**src/verilog/rs_pkg.sv**
```systemverilog
// Shared widths, counts and the ALU opcode enum, imported by every RTL file and the testbench
package rs_pkg;

    // Datapath
    localparam int data_width = 64;                // Operand and result width
    localparam int tag_width  = 5;                 // Producer tag width

    // Reservation station sizing
    localparam int rs_entries        = 4;          // Works with 2 to 8
    localparam int entry_index_width = $clog2(rs_entries);

    // Result stage
    localparam int queue_depth = 4;                // Caps ALU results queued or in flight
    localparam int alu_latency = 2;                // Issue edge to queue write, in cycles

    // ALU opcodes
    typedef enum logic [2:0] {
        alu_add  = 3'd0,                           // a + b
        alu_sub  = 3'd1,                           // a - b
        alu_and  = 3'd2,
        alu_or   = 3'd3,
        alu_xor  = 3'd4,
        alu_sll  = 3'd5,                           // Shift left by b[5:0]
        alu_srl  = 3'd6,                           // Logical shift right by b[5:0]
        alu_sltu = 3'd7                            // Unsigned a < b, zero extended
    } alu_op_t;

endpackage

```
**src/verilog/dispatch_decode.sv**
```systemverilog
// Dispatch decode: picks the lowest free reservation station entry and bypasses the CDB into operands
`timescale 1ns/1ps

module dispatch_decode (
    input  logic                                 clock,
    input  logic                                 reset,
    input  logic                                 dispatch_valid,     // One-cycle strobe
    input  rs_pkg::alu_op_t                      dispatch_op,
    input  logic [rs_pkg::tag_width-1:0]         dispatch_dest_tag,
    input  logic [rs_pkg::data_width-1:0]        opa_value,          // Value or waited tag
    input  logic                                 opa_valid,
    input  logic [rs_pkg::data_width-1:0]        opb_value,
    input  logic                                 opb_valid,
    input  logic [rs_pkg::rs_entries-1:0]        entry_busy,
    input  logic                                 cdb_valid,
    input  logic [rs_pkg::tag_width-1:0]         cdb_tag,
    input  logic [rs_pkg::data_width-1:0]        cdb_value,
    output logic                                 alloc_valid,
    output logic [rs_pkg::entry_index_width-1:0] alloc_index,
    output rs_pkg::alu_op_t                      alloc_op,
    output logic [rs_pkg::tag_width-1:0]         alloc_dest_tag,
    output logic [rs_pkg::data_width-1:0]        alloc_opa,
    output logic                                 alloc_opa_valid,
    output logic [rs_pkg::data_width-1:0]        alloc_opb,
    output logic                                 alloc_opb_valid,
    output logic                                 rs_full
);
    import rs_pkg::*;

    logic hit_a;                                   // Operand a tag is on the CDB right now
    logic hit_b;

    // True when an operand still waits and its tag is being broadcast
    function automatic logic cdb_hit(input logic [data_width-1:0] value, input logic valid);
        return cdb_valid && !valid && (cdb_tag == value[tag_width-1:0]);
    endfunction

    assign rs_full = &entry_busy;                  // No free entry left

    // Lowest free entry wins, scan from the top so index 0 ends up last
    always_comb
    begin
        alloc_index = '0;
        for (int i = rs_entries - 1; i >= 0; i--)
        begin
            if (!entry_busy[i])
                alloc_index = entry_index_width'(i);
        end
    end

    assign alloc_valid    = dispatch_valid && !rs_full;
    assign alloc_op       = dispatch_op;
    assign alloc_dest_tag = dispatch_dest_tag;

    // Same-cycle bypass, the entry would miss this broadcast otherwise
    assign hit_a           = cdb_hit(opa_value, opa_valid);
    assign hit_b           = cdb_hit(opb_value, opb_valid);
    assign alloc_opa       = hit_a ? cdb_value : opa_value;
    assign alloc_opa_valid = opa_valid || hit_a;
    assign alloc_opb       = hit_b ? cdb_value : opb_value;
    assign alloc_opb_valid = opb_valid || hit_b;

    // Caller may only dispatch while a slot is free
    dispatch_not_full: assert property (@(posedge clock) disable iff (reset)
        dispatch_valid |-> !rs_full);

endmodule

```
**src/verilog/rs_entry.sv**
```systemverilog
// One reservation station entry: holds an operation, snoops the CDB for its operands, frees on issue
`timescale 1ns/1ps

module rs_entry (
    input  logic                          clock,
    input  logic                          reset,
    input  logic                          load,            // Write a new operation
    input  rs_pkg::alu_op_t               load_op,
    input  logic [rs_pkg::tag_width-1:0]  load_dest_tag,
    input  logic [rs_pkg::data_width-1:0] load_opa,        // Value or waited tag
    input  logic                          load_opa_valid,
    input  logic [rs_pkg::data_width-1:0] load_opb,
    input  logic                          load_opb_valid,
    input  logic                          cdb_valid,
    input  logic [rs_pkg::tag_width-1:0]  cdb_tag,
    input  logic [rs_pkg::data_width-1:0] cdb_value,
    input  logic                          use_enable,      // Issued this cycle, free the slot
    output logic                          busy,            // Entry in use
    output logic                          ready,           // In use with both operands present
    output rs_pkg::alu_op_t               op,
    output logic [rs_pkg::data_width-1:0] opa,
    output logic [rs_pkg::data_width-1:0] opb,
    output logic [rs_pkg::tag_width-1:0]  dest_tag
);
    import rs_pkg::*;

    logic opa_valid;                               // Low means opa holds a tag
    logic opb_valid;
    logic capture_a;                               // Waited tag for a is on the CDB
    logic capture_b;

    assign capture_a = cdb_valid && busy && !opa_valid && (cdb_tag == opa[tag_width-1:0]);
    assign capture_b = cdb_valid && busy && !opb_valid && (cdb_tag == opb[tag_width-1:0]);
    assign ready     = busy && opa_valid && opb_valid;

    // Control state
    always_ff @(posedge clock)
    begin
        if (reset)
        begin
            busy      <= 1'b0;
            opa_valid <= 1'b0;
            opb_valid <= 1'b0;
        end
        else if (load)
        begin
            busy      <= 1'b1;
            opa_valid <= load_opa_valid;
            opb_valid <= load_opb_valid;
        end
        else
        begin
            if (use_enable)
                busy <= 1'b0;                      // Data has left for the ALU
            if (capture_a)
                opa_valid <= 1'b1;
            if (capture_b)
                opb_valid <= 1'b1;
        end
    end

    // Payload
    always_ff @(posedge clock)
    begin
        if (load)
        begin
            op       <= load_op;
            dest_tag <= load_dest_tag;
            opa      <= load_opa;
            opb      <= load_opb;
        end
        else
        begin
            if (capture_a)
                opa <= cdb_value;                  // Tag replaced by the broadcast result
            if (capture_b)
                opb <= cdb_value;
        end
    end

    // Decode only targets free entries
    load_when_free: assert property (@(posedge clock) disable iff (reset) load |-> !busy);

endmodule

```
**src/verilog/rs_array.sv**
```systemverilog
// Reservation station array holding the entries and picking the lowest-index ready one for issue
`timescale 1ns/1ps

module rs_array (
    input  logic                                 clock,
    input  logic                                 reset,
    input  logic                                 alloc_valid,
    input  logic [rs_pkg::entry_index_width-1:0] alloc_index,
    input  rs_pkg::alu_op_t                      alloc_op,
    input  logic [rs_pkg::tag_width-1:0]         alloc_dest_tag,
    input  logic [rs_pkg::data_width-1:0]        alloc_opa,
    input  logic                                 alloc_opa_valid,
    input  logic [rs_pkg::data_width-1:0]        alloc_opb,
    input  logic                                 alloc_opb_valid,
    input  logic                                 cdb_valid,
    input  logic [rs_pkg::tag_width-1:0]         cdb_tag,
    input  logic [rs_pkg::data_width-1:0]        cdb_value,
    input  logic                                 issue_hold,     // Result queue has no credit
    output logic [rs_pkg::rs_entries-1:0]        entry_busy,
    output logic                                 issue_valid,
    output rs_pkg::alu_op_t                      issue_op,
    output logic [rs_pkg::data_width-1:0]        issue_opa,
    output logic [rs_pkg::data_width-1:0]        issue_opb,
    output logic [rs_pkg::tag_width-1:0]         issue_tag
);
    import rs_pkg::*;

    logic [rs_entries-1:0]        entry_ready;
    logic [rs_entries-1:0]        grant;                       // Per-entry use_enable
    logic [entry_index_width-1:0] issue_index;
    logic                         any_ready;
    alu_op_t                      entry_op  [rs_entries];
    logic [data_width-1:0]        entry_opa [rs_entries];
    logic [data_width-1:0]        entry_opb [rs_entries];
    logic [tag_width-1:0]         entry_tag [rs_entries];

    for (genvar i = 0; i < rs_entries; i++)
    begin : g_entry
        rs_entry entry_inst (
            .clock          (clock),
            .reset          (reset),
            .load           (alloc_valid && (alloc_index == entry_index_width'(i))),
            .load_op        (alloc_op),
            .load_dest_tag  (alloc_dest_tag),
            .load_opa       (alloc_opa),
            .load_opa_valid (alloc_opa_valid),
            .load_opb       (alloc_opb),
            .load_opb_valid (alloc_opb_valid),
            .cdb_valid      (cdb_valid),
            .cdb_tag        (cdb_tag),
            .cdb_value      (cdb_value),
            .use_enable     (grant[i]),
            .busy           (entry_busy[i]),
            .ready          (entry_ready[i]),
            .op             (entry_op[i]),
            .opa            (entry_opa[i]),
            .opb            (entry_opb[i]),
            .dest_tag       (entry_tag[i])
        );
    end

    // Lowest ready index wins the issue slot
    always_comb
    begin
        issue_index = '0;
        any_ready   = 1'b0;
        for (int i = 0; i < rs_entries; i++)
        begin
            if (entry_ready[i] && !any_ready)
            begin
                any_ready   = 1'b1;
                issue_index = entry_index_width'(i);
            end
        end
        issue_valid = any_ready && !issue_hold;    // Held entries stay occupied
        grant       = '0;
        if (issue_valid)
            grant[issue_index] = 1'b1;
    end

    // Issue multiplexer
    assign issue_op  = entry_op[issue_index];
    assign issue_opa = entry_opa[issue_index];
    assign issue_opb = entry_opb[issue_index];
    assign issue_tag = entry_tag[issue_index];

    // Single ALU port means at most one entry frees per cycle
    single_issue: assert property (@(posedge clock) disable iff (reset)
        $onehot0($past(entry_busy) & ~entry_busy));

endmodule

```
**src/verilog/alu_execute.sv**
```systemverilog
// Two-stage 64-bit integer ALU: operands latched on issue, result registered one cycle later
`timescale 1ns/1ps

module alu_execute (
    input  logic                          clock,
    input  logic                          reset,
    input  logic                          issue_valid,
    input  rs_pkg::alu_op_t               issue_op,
    input  logic [rs_pkg::data_width-1:0] issue_opa,
    input  logic [rs_pkg::data_width-1:0] issue_opb,
    input  logic [rs_pkg::tag_width-1:0]  issue_tag,
    output logic                          alu_valid,
    output logic [rs_pkg::tag_width-1:0]  alu_tag,
    output logic [rs_pkg::data_width-1:0] alu_value
);
    import rs_pkg::*;

    logic [alu_latency-1:0] valid_pipe;            // Bit 0 is stage one
    logic [tag_width-1:0]   tag_pipe [alu_latency];
    alu_op_t                s1_op;
    logic [data_width-1:0]  s1_a;
    logic [data_width-1:0]  s1_b;
    logic [data_width-1:0]  s1_result;

    always_ff @(posedge clock)
    begin
        if (reset)
            valid_pipe <= '0;
        else
            valid_pipe <= {valid_pipe[alu_latency-2:0], issue_valid};
    end

    // Tag rides alongside its valid bit
    always_ff @(posedge clock)
    begin
        tag_pipe[0] <= issue_tag;
        for (int i = 1; i < alu_latency; i++)
            tag_pipe[i] <= tag_pipe[i-1];
    end

    // Stage one operand latch
    always_ff @(posedge clock)
    begin
        if (issue_valid)
        begin
            s1_op <= issue_op;
            s1_a  <= issue_opa;
            s1_b  <= issue_opb;
        end
    end

    always_comb
    begin
        unique case (s1_op)
            alu_add:  s1_result = s1_a + s1_b;
            alu_sub:  s1_result = s1_a - s1_b;
            alu_and:  s1_result = s1_a & s1_b;
            alu_or:   s1_result = s1_a | s1_b;
            alu_xor:  s1_result = s1_a ^ s1_b;
            alu_sll:  s1_result = s1_a << s1_b[5:0];                 // Shift amount in low 6 bits
            alu_srl:  s1_result = s1_a >> s1_b[5:0];
            alu_sltu: s1_result = {{(data_width-1){1'b0}}, s1_a < s1_b};
            default:  s1_result = '0;
        endcase
    end

    // Stage two result register
    always_ff @(posedge clock)
    begin
        if (valid_pipe[0])
            alu_value <= s1_result;
    end

    assign alu_valid = valid_pipe[alu_latency-1];
    assign alu_tag   = tag_pipe[alu_latency-1];

endmodule

```
**src/verilog/cdb_result.sv**
```systemverilog
// Result stage: queues ALU results, lets outside results win, drives the registered CDB and issue credit
`timescale 1ns/1ps

module cdb_result (
    input  logic                          clock,
    input  logic                          reset,
    input  logic                          issue_valid,      // Takes one credit
    input  logic                          alu_valid,
    input  logic [rs_pkg::tag_width-1:0]  alu_tag,
    input  logic [rs_pkg::data_width-1:0] alu_value,
    input  logic                          ext_result_valid, // Always accepted
    input  logic [rs_pkg::tag_width-1:0]  ext_result_tag,
    input  logic [rs_pkg::data_width-1:0] ext_result_value,
    output logic                          issue_hold,
    output logic                          cdb_valid,
    output logic [rs_pkg::tag_width-1:0]  cdb_tag,
    output logic [rs_pkg::data_width-1:0] cdb_value
);
    import rs_pkg::*;

    logic [tag_width-1:0]             q_tag   [queue_depth];
    logic [data_width-1:0]            q_value [queue_depth];
    logic [$clog2(queue_depth)-1:0]   wr_ptr;                 // Wraps naturally, depth is 2^n
    logic [$clog2(queue_depth)-1:0]   rd_ptr;
    logic [$clog2(queue_depth+1)-1:0] q_count;
    logic [$clog2(queue_depth+1)-1:0] credit;                 // Queued plus in flight
    logic                             pop;                    // Queue head goes out this cycle

    assign pop        = !ext_result_valid && (q_count != '0);
    assign issue_hold = (int'(credit) == queue_depth);

    always_ff @(posedge clock)
    begin
        if (reset)
        begin
            wr_ptr    <= '0;
            rd_ptr    <= '0;
            q_count   <= '0;
            credit    <= '0;
            cdb_valid <= 1'b0;
        end
        else
        begin
            if (alu_valid)
                wr_ptr <= wr_ptr + 1'b1;
            if (pop)
                rd_ptr <= rd_ptr + 1'b1;
            case ({alu_valid, pop})
                2'b10:   q_count <= q_count + 1'b1;
                2'b01:   q_count <= q_count - 1'b1;
                default: q_count <= q_count;
            endcase
            case ({issue_valid, pop})
                2'b10:   credit <= credit + 1'b1;
                2'b01:   credit <= credit - 1'b1;             // Returned on broadcast
                default: credit <= credit;
            endcase
            cdb_valid <= ext_result_valid || pop;
        end
    end

    // Queue storage and CDB payload
    always_ff @(posedge clock)
    begin
        if (alu_valid)
        begin
            q_tag[wr_ptr]   <= alu_tag;
            q_value[wr_ptr] <= alu_value;
        end
        cdb_tag   <= ext_result_valid ? ext_result_tag : q_tag[rd_ptr];
        cdb_value <= ext_result_valid ? ext_result_value : q_value[rd_ptr];
    end

    credit_bound: assert property (@(posedge clock) disable iff (reset)
        int'(credit) <= queue_depth);

    no_overflow: assert property (@(posedge clock) disable iff (reset)
        alu_valid |-> int'(q_count) < queue_depth);

    // Credit accounting relies on every issue returning after a fixed delay
    alu_returns: assert property (@(posedge clock) disable iff (reset)
        issue_valid |-> ##alu_latency alu_valid);

endmodule

```
**src/verilog/rs_top.sv**
```systemverilog
// Top level of the reservation station slice: dispatch decode, entry array, ALU and CDB result stage
`timescale 1ns/1ps

module rs_top (
    input  logic                          clock,
    input  logic                          reset,
    input  logic                          dispatch_valid,
    input  rs_pkg::alu_op_t               dispatch_op,
    input  logic [rs_pkg::tag_width-1:0]  dispatch_dest_tag,
    input  logic [rs_pkg::data_width-1:0] opa_value,
    input  logic                          opa_valid,
    input  logic [rs_pkg::data_width-1:0] opb_value,
    input  logic                          opb_valid,
    input  logic                          ext_result_valid,
    input  logic [rs_pkg::tag_width-1:0]  ext_result_tag,
    input  logic [rs_pkg::data_width-1:0] ext_result_value,
    output logic                          cdb_valid,
    output logic [rs_pkg::tag_width-1:0]  cdb_tag,
    output logic [rs_pkg::data_width-1:0] cdb_value,
    output logic                          rs_full
);
    import rs_pkg::*;

    logic                         alloc_valid;
    logic [entry_index_width-1:0] alloc_index;
    alu_op_t                      alloc_op;
    logic [tag_width-1:0]         alloc_dest_tag;
    logic [data_width-1:0]        alloc_opa;
    logic                         alloc_opa_valid;
    logic [data_width-1:0]        alloc_opb;
    logic                         alloc_opb_valid;
    logic [rs_entries-1:0]        entry_busy;
    logic                         issue_valid;
    alu_op_t                      issue_op;
    logic [data_width-1:0]        issue_opa;
    logic [data_width-1:0]        issue_opb;
    logic [tag_width-1:0]         issue_tag;
    logic                         issue_hold;
    logic                         alu_valid;
    logic [tag_width-1:0]         alu_tag;
    logic [data_width-1:0]        alu_value;

    dispatch_decode decode_inst (
        .clock, .reset, .dispatch_valid, .dispatch_op, .dispatch_dest_tag,
        .opa_value, .opa_valid, .opb_value, .opb_valid, .entry_busy,
        .cdb_valid, .cdb_tag, .cdb_value,
        .alloc_valid, .alloc_index, .alloc_op, .alloc_dest_tag,
        .alloc_opa, .alloc_opa_valid, .alloc_opb, .alloc_opb_valid, .rs_full
    );

    rs_array array_inst (
        .clock, .reset, .alloc_valid, .alloc_index, .alloc_op, .alloc_dest_tag,
        .alloc_opa, .alloc_opa_valid, .alloc_opb, .alloc_opb_valid,
        .cdb_valid, .cdb_tag, .cdb_value, .issue_hold, .entry_busy,
        .issue_valid, .issue_op, .issue_opa, .issue_opb, .issue_tag
    );

    alu_execute alu_inst (
        .clock, .reset, .issue_valid, .issue_op, .issue_opa, .issue_opb, .issue_tag,
        .alu_valid, .alu_tag, .alu_value
    );

    cdb_result result_inst (
        .clock, .reset, .issue_valid, .alu_valid, .alu_tag, .alu_value,
        .ext_result_valid, .ext_result_tag, .ext_result_value,
        .issue_hold, .cdb_valid, .cdb_tag, .cdb_value
    );

endmodule

```
**config.mk**
```make
export PLATFORM = sky130hd
export DESIGN_NAME = rs_top
export DESIGN_NICKNAME = d
export VERILOG_FILES = /design/src/verilog/rs_pkg.sv /design/src/verilog/dispatch_decode.sv /design/src/verilog/rs_entry.sv /design/src/verilog/rs_array.sv /design/src/verilog/alu_execute.sv /design/src/verilog/cdb_result.sv /design/src/verilog/rs_top.sv
export SDC_FILE = /design/constraint.sdc
export NUM_CORES = 2
export LEC_CHECK = 0
export CAP_MARGIN = 20
export CORE_MARGIN = 2
export CORE_UTILIZATION = 40
export CTS_BUF_LIST = sky130_fd_sc_hd__clkbuf_8 sky130_fd_sc_hd__clkbuf_16
export CTS_CLUSTER_DIAMETER = 40
export DETAILED_ROUTE_END_ITERATION = 7
export DONT_BUFFER_PORTS = 1
export HOLD_SLACK_MARGIN = 0.08
export MAX_ROUTING_LAYER = met4
export PLACE_DENSITY = 0.63
export REMOVE_ABC_BUFFERS = 1
export SETUP_SLACK_MARGIN = 0.02
export SYNTH_ARGS = -nofsm -noshare
export SYNTH_HDL_FRONTEND = slang
export SYNTH_SLANG_ARGS = --single-unit
```
**constraint.sdc**
```tcl
create_clock -name clock -period 16 [get_ports clock]
set_input_delay 4.8 -clock clock [delete_from_list [all_inputs] [get_ports clock]]
set_output_delay 4.8 -clock clock [all_outputs]
set_load 0.02 [all_outputs]
```
## After elaboration in Yosys (flattened, before gate mapping)

Memories as Yosys holds them, arrays and structs flattened. A register that Yosys moved wholly into a read port is not among the register bits.
Cells that the tools add are included.
W data, S select, Z words.

- Memory bits (read-only): 0
- Word-level logic and storage cells: 245
- Latch bits: 0
- Output and inout bits: 71
- Memories kept: 3
- Input bits: 211
- RAM bits: 286
- Register bits: 833

- $add $sub $neg: 8
- Magnitude comparators: 4
- Reductions and logical operators: 80
- Mux-type cells: 79
- Bitwise logic cells: 4
- Multiply operators: 0
- Shift-type cells: 2
- Divide/modulo/power cells: 0
- Equality and inequality tests: 25

Memory list:

| memory | words | bits a word | read ports | clocked after memory_dff | wr ports | RTL line | text |
|---|---|---|---|---|---|---|---|
| result_inst.q_value | 4 | 64 | 1 | 1 | 1 | cdb_result.sv:22 | `logic [data_width-1:0] q_value [queue_depth];` |
| result_inst.q_tag | 4 | 5 | 1 | 1 | 1 | cdb_result.sv:21 | `logic [tag_width-1:0] q_tag [queue_depth];` |
| alu_inst.tag_pipe | 2 | 5 | 2 | 0 | 2 | alu_execute.sv:19 | `logic [tag_width-1:0] tag_pipe [alu_latency];` |

Operator list:

| cell | number |
|---|---|
| $mux W64 | 23 |
| $pmux W64 S8 | 1 |
| $bmux W64 S2 | 2 |
| $add A64 B64 Y64 | 1 |
| $and A64 B64 Y64 | 1 |
| $lt A64 B64 Y1 | 1 |
| $or A64 B64 Y64 | 1 |
| $shl A64 B6 Y64 | 1 |
| $shr A64 B6 Y64 | 1 |
| $sub A64 B64 Y64 | 1 |
| $xor A64 B64 Y64 | 1 |
| $eq A5 B5 Y1 | 10 |
| $logic_and A1 B1 Y1 | 43 |
| $mux W1 | 32 |
| $reduce_bool A2 Y1 | 14 |
| $mux W2 | 10 |
| $logic_not A1 Y1 | 16 |
| $eq A3 B3 Y1 const B | 5 |
| $mux W5 | 3 |
| $pmux W3 S2 | 2 |
| $bmux W5 S2 | 1 |
| $eq A2 B2 Y1 const B | 4 |
| $add A3 B1 Y3 const B | 2 |
| $bmux W3 S2 | 1 |
| other kinds (17) | 25 |

## Depth between registers and ports, before layout

- Word-level depth: 19
- Gate-level depth with buffers: 18
- Depth with buffers taken out: 13

## Modules after synthesis

From an unflattened synthesis, not the netlist that was laid out.

- Cells, all modules: 6646
- Area, all modules: 66791.6 um2

Modules (own cells, without submodules):

| module | seq. area each (um2) | times used | cells each | area each (um2) |
|---|---|---|---|---|
| alu_execute | 6095.8 | 1 | 3047 | 24832.6 |
| rs_entry | 4144.0 | 4 | 510 | 5652.9 |
| cdb_result | 9929.5 | 1 | 726 | 13015.0 |
| rs_array | 0.0 | 1 | 651 | 4359.2 |
| dispatch_decode | 0.0 | 1 | 182 | 1973.1 |

## Least setup slack after synthesis

Ideal clock, no wire load.

- Path kind: reg-to-reg
- Start: reg result_inst.cdb_tag[4] (netlist name)
- End: reg array_inst.g_entry[3].entry_inst.opb[0] (netlist name) (enable)
- Cell stages (with the launch flop): 5
- Buffers on the path: 1
- Required time: 15335 ps
- Library setup time: 665 ps
- Arrival: 7802 ps
- Clock period less this slack: 8467 ps
- Slack: 7533 ps
- Cells stage by stage: dfxtp_1 > clkbuf_1 > xnor2_1 > nand4_1 > o41ai_1

- Cells in the longest elaborated chain, start to end: 3

RTL lines:

| element | RTL line | text |
|---|---|---|
| start: declaration | cdb_result.sv:16 | `output logic [rs_pkg::tag_width-1:0] cdb_tag,` |
| start signal: assignment | cdb_result.sv:70 | `cdb_tag <= ext_result_valid ? ext_result_tag : q_tag[rd_ptr];` |
| $eq A5 B5 Y1 | rs_entry.sv:33 | `assign capture_b = cdb_valid && busy && !opb_valid && (cdb_tag == opb[tag_width-1:0]);` |
| $logic_and A1 B1 Y1 | rs_entry.sv:33 |  |
| $reduce_bool A2 Y1 (no source line) | -- |  |
| end signal: assignment | rs_entry.sv:70 | `opb <= load_opb;` |
| end signal: assignment | rs_entry.sv:77 | `opb <= cdb_value;` |
| end: declaration | rs_entry.sv:22 | `output logic [rs_pkg::data_width-1:0] opb,` |

No other way between the ends.
A chain may end at the register's enable or synchronous reset.

## Final worst setup path

- Start: in opb_value[3] (netlist name)
- End: reg array_inst.g_entry[3].entry_inst.opb[54] (netlist name), data pin

- Cells in the longest elaborated chain, start to end: 4

RTL lines:

| element | RTL line | text |
|---|---|---|
| start: declaration | rs_top.sv:12 | `input logic [rs_pkg::data_width-1:0] opb_value,` |
| $eq A5 B5 Y1 | dispatch_decode.sv:35 | `return cdb_valid && !valid && (cdb_tag == value[tag_width-1:0]);` |
| $logic_and A1 B1 Y1 | dispatch_decode.sv:35 |  |
| $mux W64 | dispatch_decode.sv:60 | `assign alloc_opb = hit_b ? cdb_value : opb_value;` |
| $mux W64 | rs_entry.sv:65 | `if (load)` |

No other way between the ends.

==> impl_metrics.yaml <==
status:
  status: "finished, final reports clean"
floorplanning:
  boundaryPins: 282
  row_count: 146
  die_h_microns: 404
  initial_core_util_pct: 40.4
  coreArea_sq_um: 159000
  die_x_microns: 404
  die_area_sq_um: 163000
critical_path:
  worstSetupEndpointType: "register"
  ff2ff_path_depth: 13
  crit_type: "primary input to register"
  cp.required_ns: 16.54
  critPathArrivalTime_ns: 7.91
  cp-start-kind: "primary input"
  cp_max_fo: 33
synthesis:
  synthCells: 5365
  seq_area_frac_synth_pct: 50.9
  ys.flop_type: "edfxtp_1"
  synth_edf_count: 1015
  avgSynthCellArea_sq_um: 11.9
  synth-seq-cells: 1121
  yosys_warnings: 0
  synthesis.area_sq_um: 64100
  ys_types: 90
  ys_async_sr_fraction_pct: 0
timing:
  slew_headroom_pct: 20.6
  rsz0062_at_grt: "false"
  fmax_ghz: 0.136
  worstMarginPinSlew_ns: 1.18
  skew_ns: 0.0459
  hold_viol: 0
  setup_viol: 0
  slew_violations: 0
  min_period_ns: 7.36
  tns_ns: 0
  hold_slack_ns: 0.327
  post-route-period-util_pct: 46.0
layout:
  postLayoutCoreUtil_pct: 45.3
  syn_to_final_growth_pct: 12.1
  design_area_sq_um: 71900
  layout-drive-gt1-share_pct: 22.0
  mostFrequentLayoutCells: "1015 x edfxtp_1, 531 x mux2_2, 397 x nor2_1"
  final_common_cell: "edfxtp_1"
  layout.nets: 5691
clock_tree:
  postCtsSetupBuffers: 0
  cts_root_buf: "clkbuf_16"
  cts_tree: "built"
  cts_num_sinks: 1121
  clock_latency_ns: 0.81
  clockBufferDepth: 3
  h-tree-depth: 4
  clk_transition_reported_paths_ns: 0.06
  ctsResizeCount: 0
  cts_hold_buf: 0
  cts_made_buffers: 160
route:
  vias_per_cell: 6.26
  drc: 0
  wl_microns: 231000
  drt_pass1_iterations: 8
  vias: 46900
  routedWlPerCell_microns: 30.8
  ant_nets: 0
  initialDrtViolationCount: 5393
grt:
  grt_pass1_vias: 46000
  gr-total-overflow: 0
  grt_pass1_wl_microns: 334000
  grt_usage_pct: 28.7
  grt_max_degree: 115
  antenna_found_initial: 8
power:
  leakage_nw: 25.8
  peakVddDrop_mv: 0.113
  power_mw: 7.29
  power_density_nw_per_um2: 101
placement:
  gp_congestion: 1.07
  dp_hpwl_microns: 168000
  port_buffers: 0
  place_area_sq_um: 66400
run:
  cap_violations: 0
min_path:
  hold_depth: 0
  hold_path.class: "register to register"
-- worst paths after layout --
kind,startpoint,endpoint,slack (ns)
setup reg to reg,alu_inst.s1_b[1],alu_inst.alu_value[63],9.99
hold / removal,alu_inst.tag_pipe[0][1],alu_inst.tag_pipe[0][6],0.33
hold reg to reg,alu_inst.tag_pipe[0][1],alu_inst.tag_pipe[0][6],0.33
setup / recovery,opb_value[3],array_inst.g_entry[3].entry_inst.opb[54],8.64
-- per-layer routing --
metal / vias up / share of wire (%) / track usage, %
li1: 20400 / - / -
met1: 24000 / 43 / 38.8
met2: 2129 / 46 / 43.8
met3: 364 / 8.1 / 5.51
met4: 0 / 3.1 / 8.92
met5: - / 0 / -
-- cell usage after synthesis (19+ instances only) --
cell	count	area, sq um
mux2i_1	245	2450
a21oi_1	317	1590
a211oi_1	52	390
nor3_1	84	420
a22oi_1	206	1550
nor2b_1	23	144
xor2_1	20	175
inv_1	209	785
a31oi_1	27	169
nand4_1	39	244
dfxtp_1	106	2120
nor2_1	408	1530
o31ai_1	29	218
edfxtp_1	1015	30500
o21ai_0	289	1450
o21bai_1	38	285
o21a_1	20	150
nand3_1	48	240
xnor2_1	88	771
a21o_1	24	180
ha_1	199	2490
buf_2	57	285
mux4_2	189	4260
nand2_1	384	1440
o211ai_1	42	315
clkbuf_1	250	938
buf_1	53	199
o22ai_1	79	494
nand2b_1	19	119
mux2_2	531	5980
and3_1	20	125
-- sequential cells by signal, indices dropped and copies added (netlist names), 5 cells and up, named ones only --
name	cells
alu_inst.alu_value	64
alu_inst.s1_a	64
alu_inst.s1_b	64
alu_inst.tag_pipe	10
array_inst.g_entry.entry_inst.dest_tag	20
array_inst.g_entry.entry_inst.op	12
array_inst.g_entry.entry_inst.opa	256
array_inst.g_entry.entry_inst.opb	256
result_inst.cdb_tag	5
result_inst.cdb_value	64
result_inst.q_tag	20
result_inst.q_value	256
-- layout make-up --
cell class | count | area, sq um
Inverter | 217 | 822
Sequential cell | 1121 | 32600
Clock buffer | 169 | 4160
Timing Repair Buffer | 112 | 891
Clock inverter | 131 | 1320
Multi-Input combinational cell | 3665 | 29500
Tap cell | 2072 | 2590
Fill cell | 14500 | 86900
Antenna cell | 9 | 22.5
-- power by group --
part / internal [mW] / total, mW / switching (mW)
clock network: 2.13 / 3.54 / 1.41
registers: 3.28 / 3.35 / 0.0694
logic: 0.171 / 0.406 / 0.235
total: 5.58 / 7.29 / 1.72
-- worst max-delay path, stage by stage --
cell	delay, ns
xnor2_1	0.16
nand4_1	0.17
nor4b_2	0.93
nand2b_4	0.71
buf_4	0.62
mux2_2	0.41
-- through the flow --
step | instances | setup WS [ns]
floorplan | 5003 | 7.34
global placement | 7185 | 7.84
detailed placement | 7186 | 7.89
CTS | 7486 | 8.73
global route | 7493 | 8.59
finish | 7496 | 8.64
-- cell families after synthesis --
family	after synthesis	synth area share, %
buffers and inverters	579	3.51
DFF	1121	50.9
and+or+nand+nor	1107	7.53
AOI/OAI and AO/OA	1282	12.8
adders and majority gates	203	4.01
xor gates and xnor gates	108	1.48
muxes	965	19.8
Note: power is estimated with default switching activity, not from simulation.
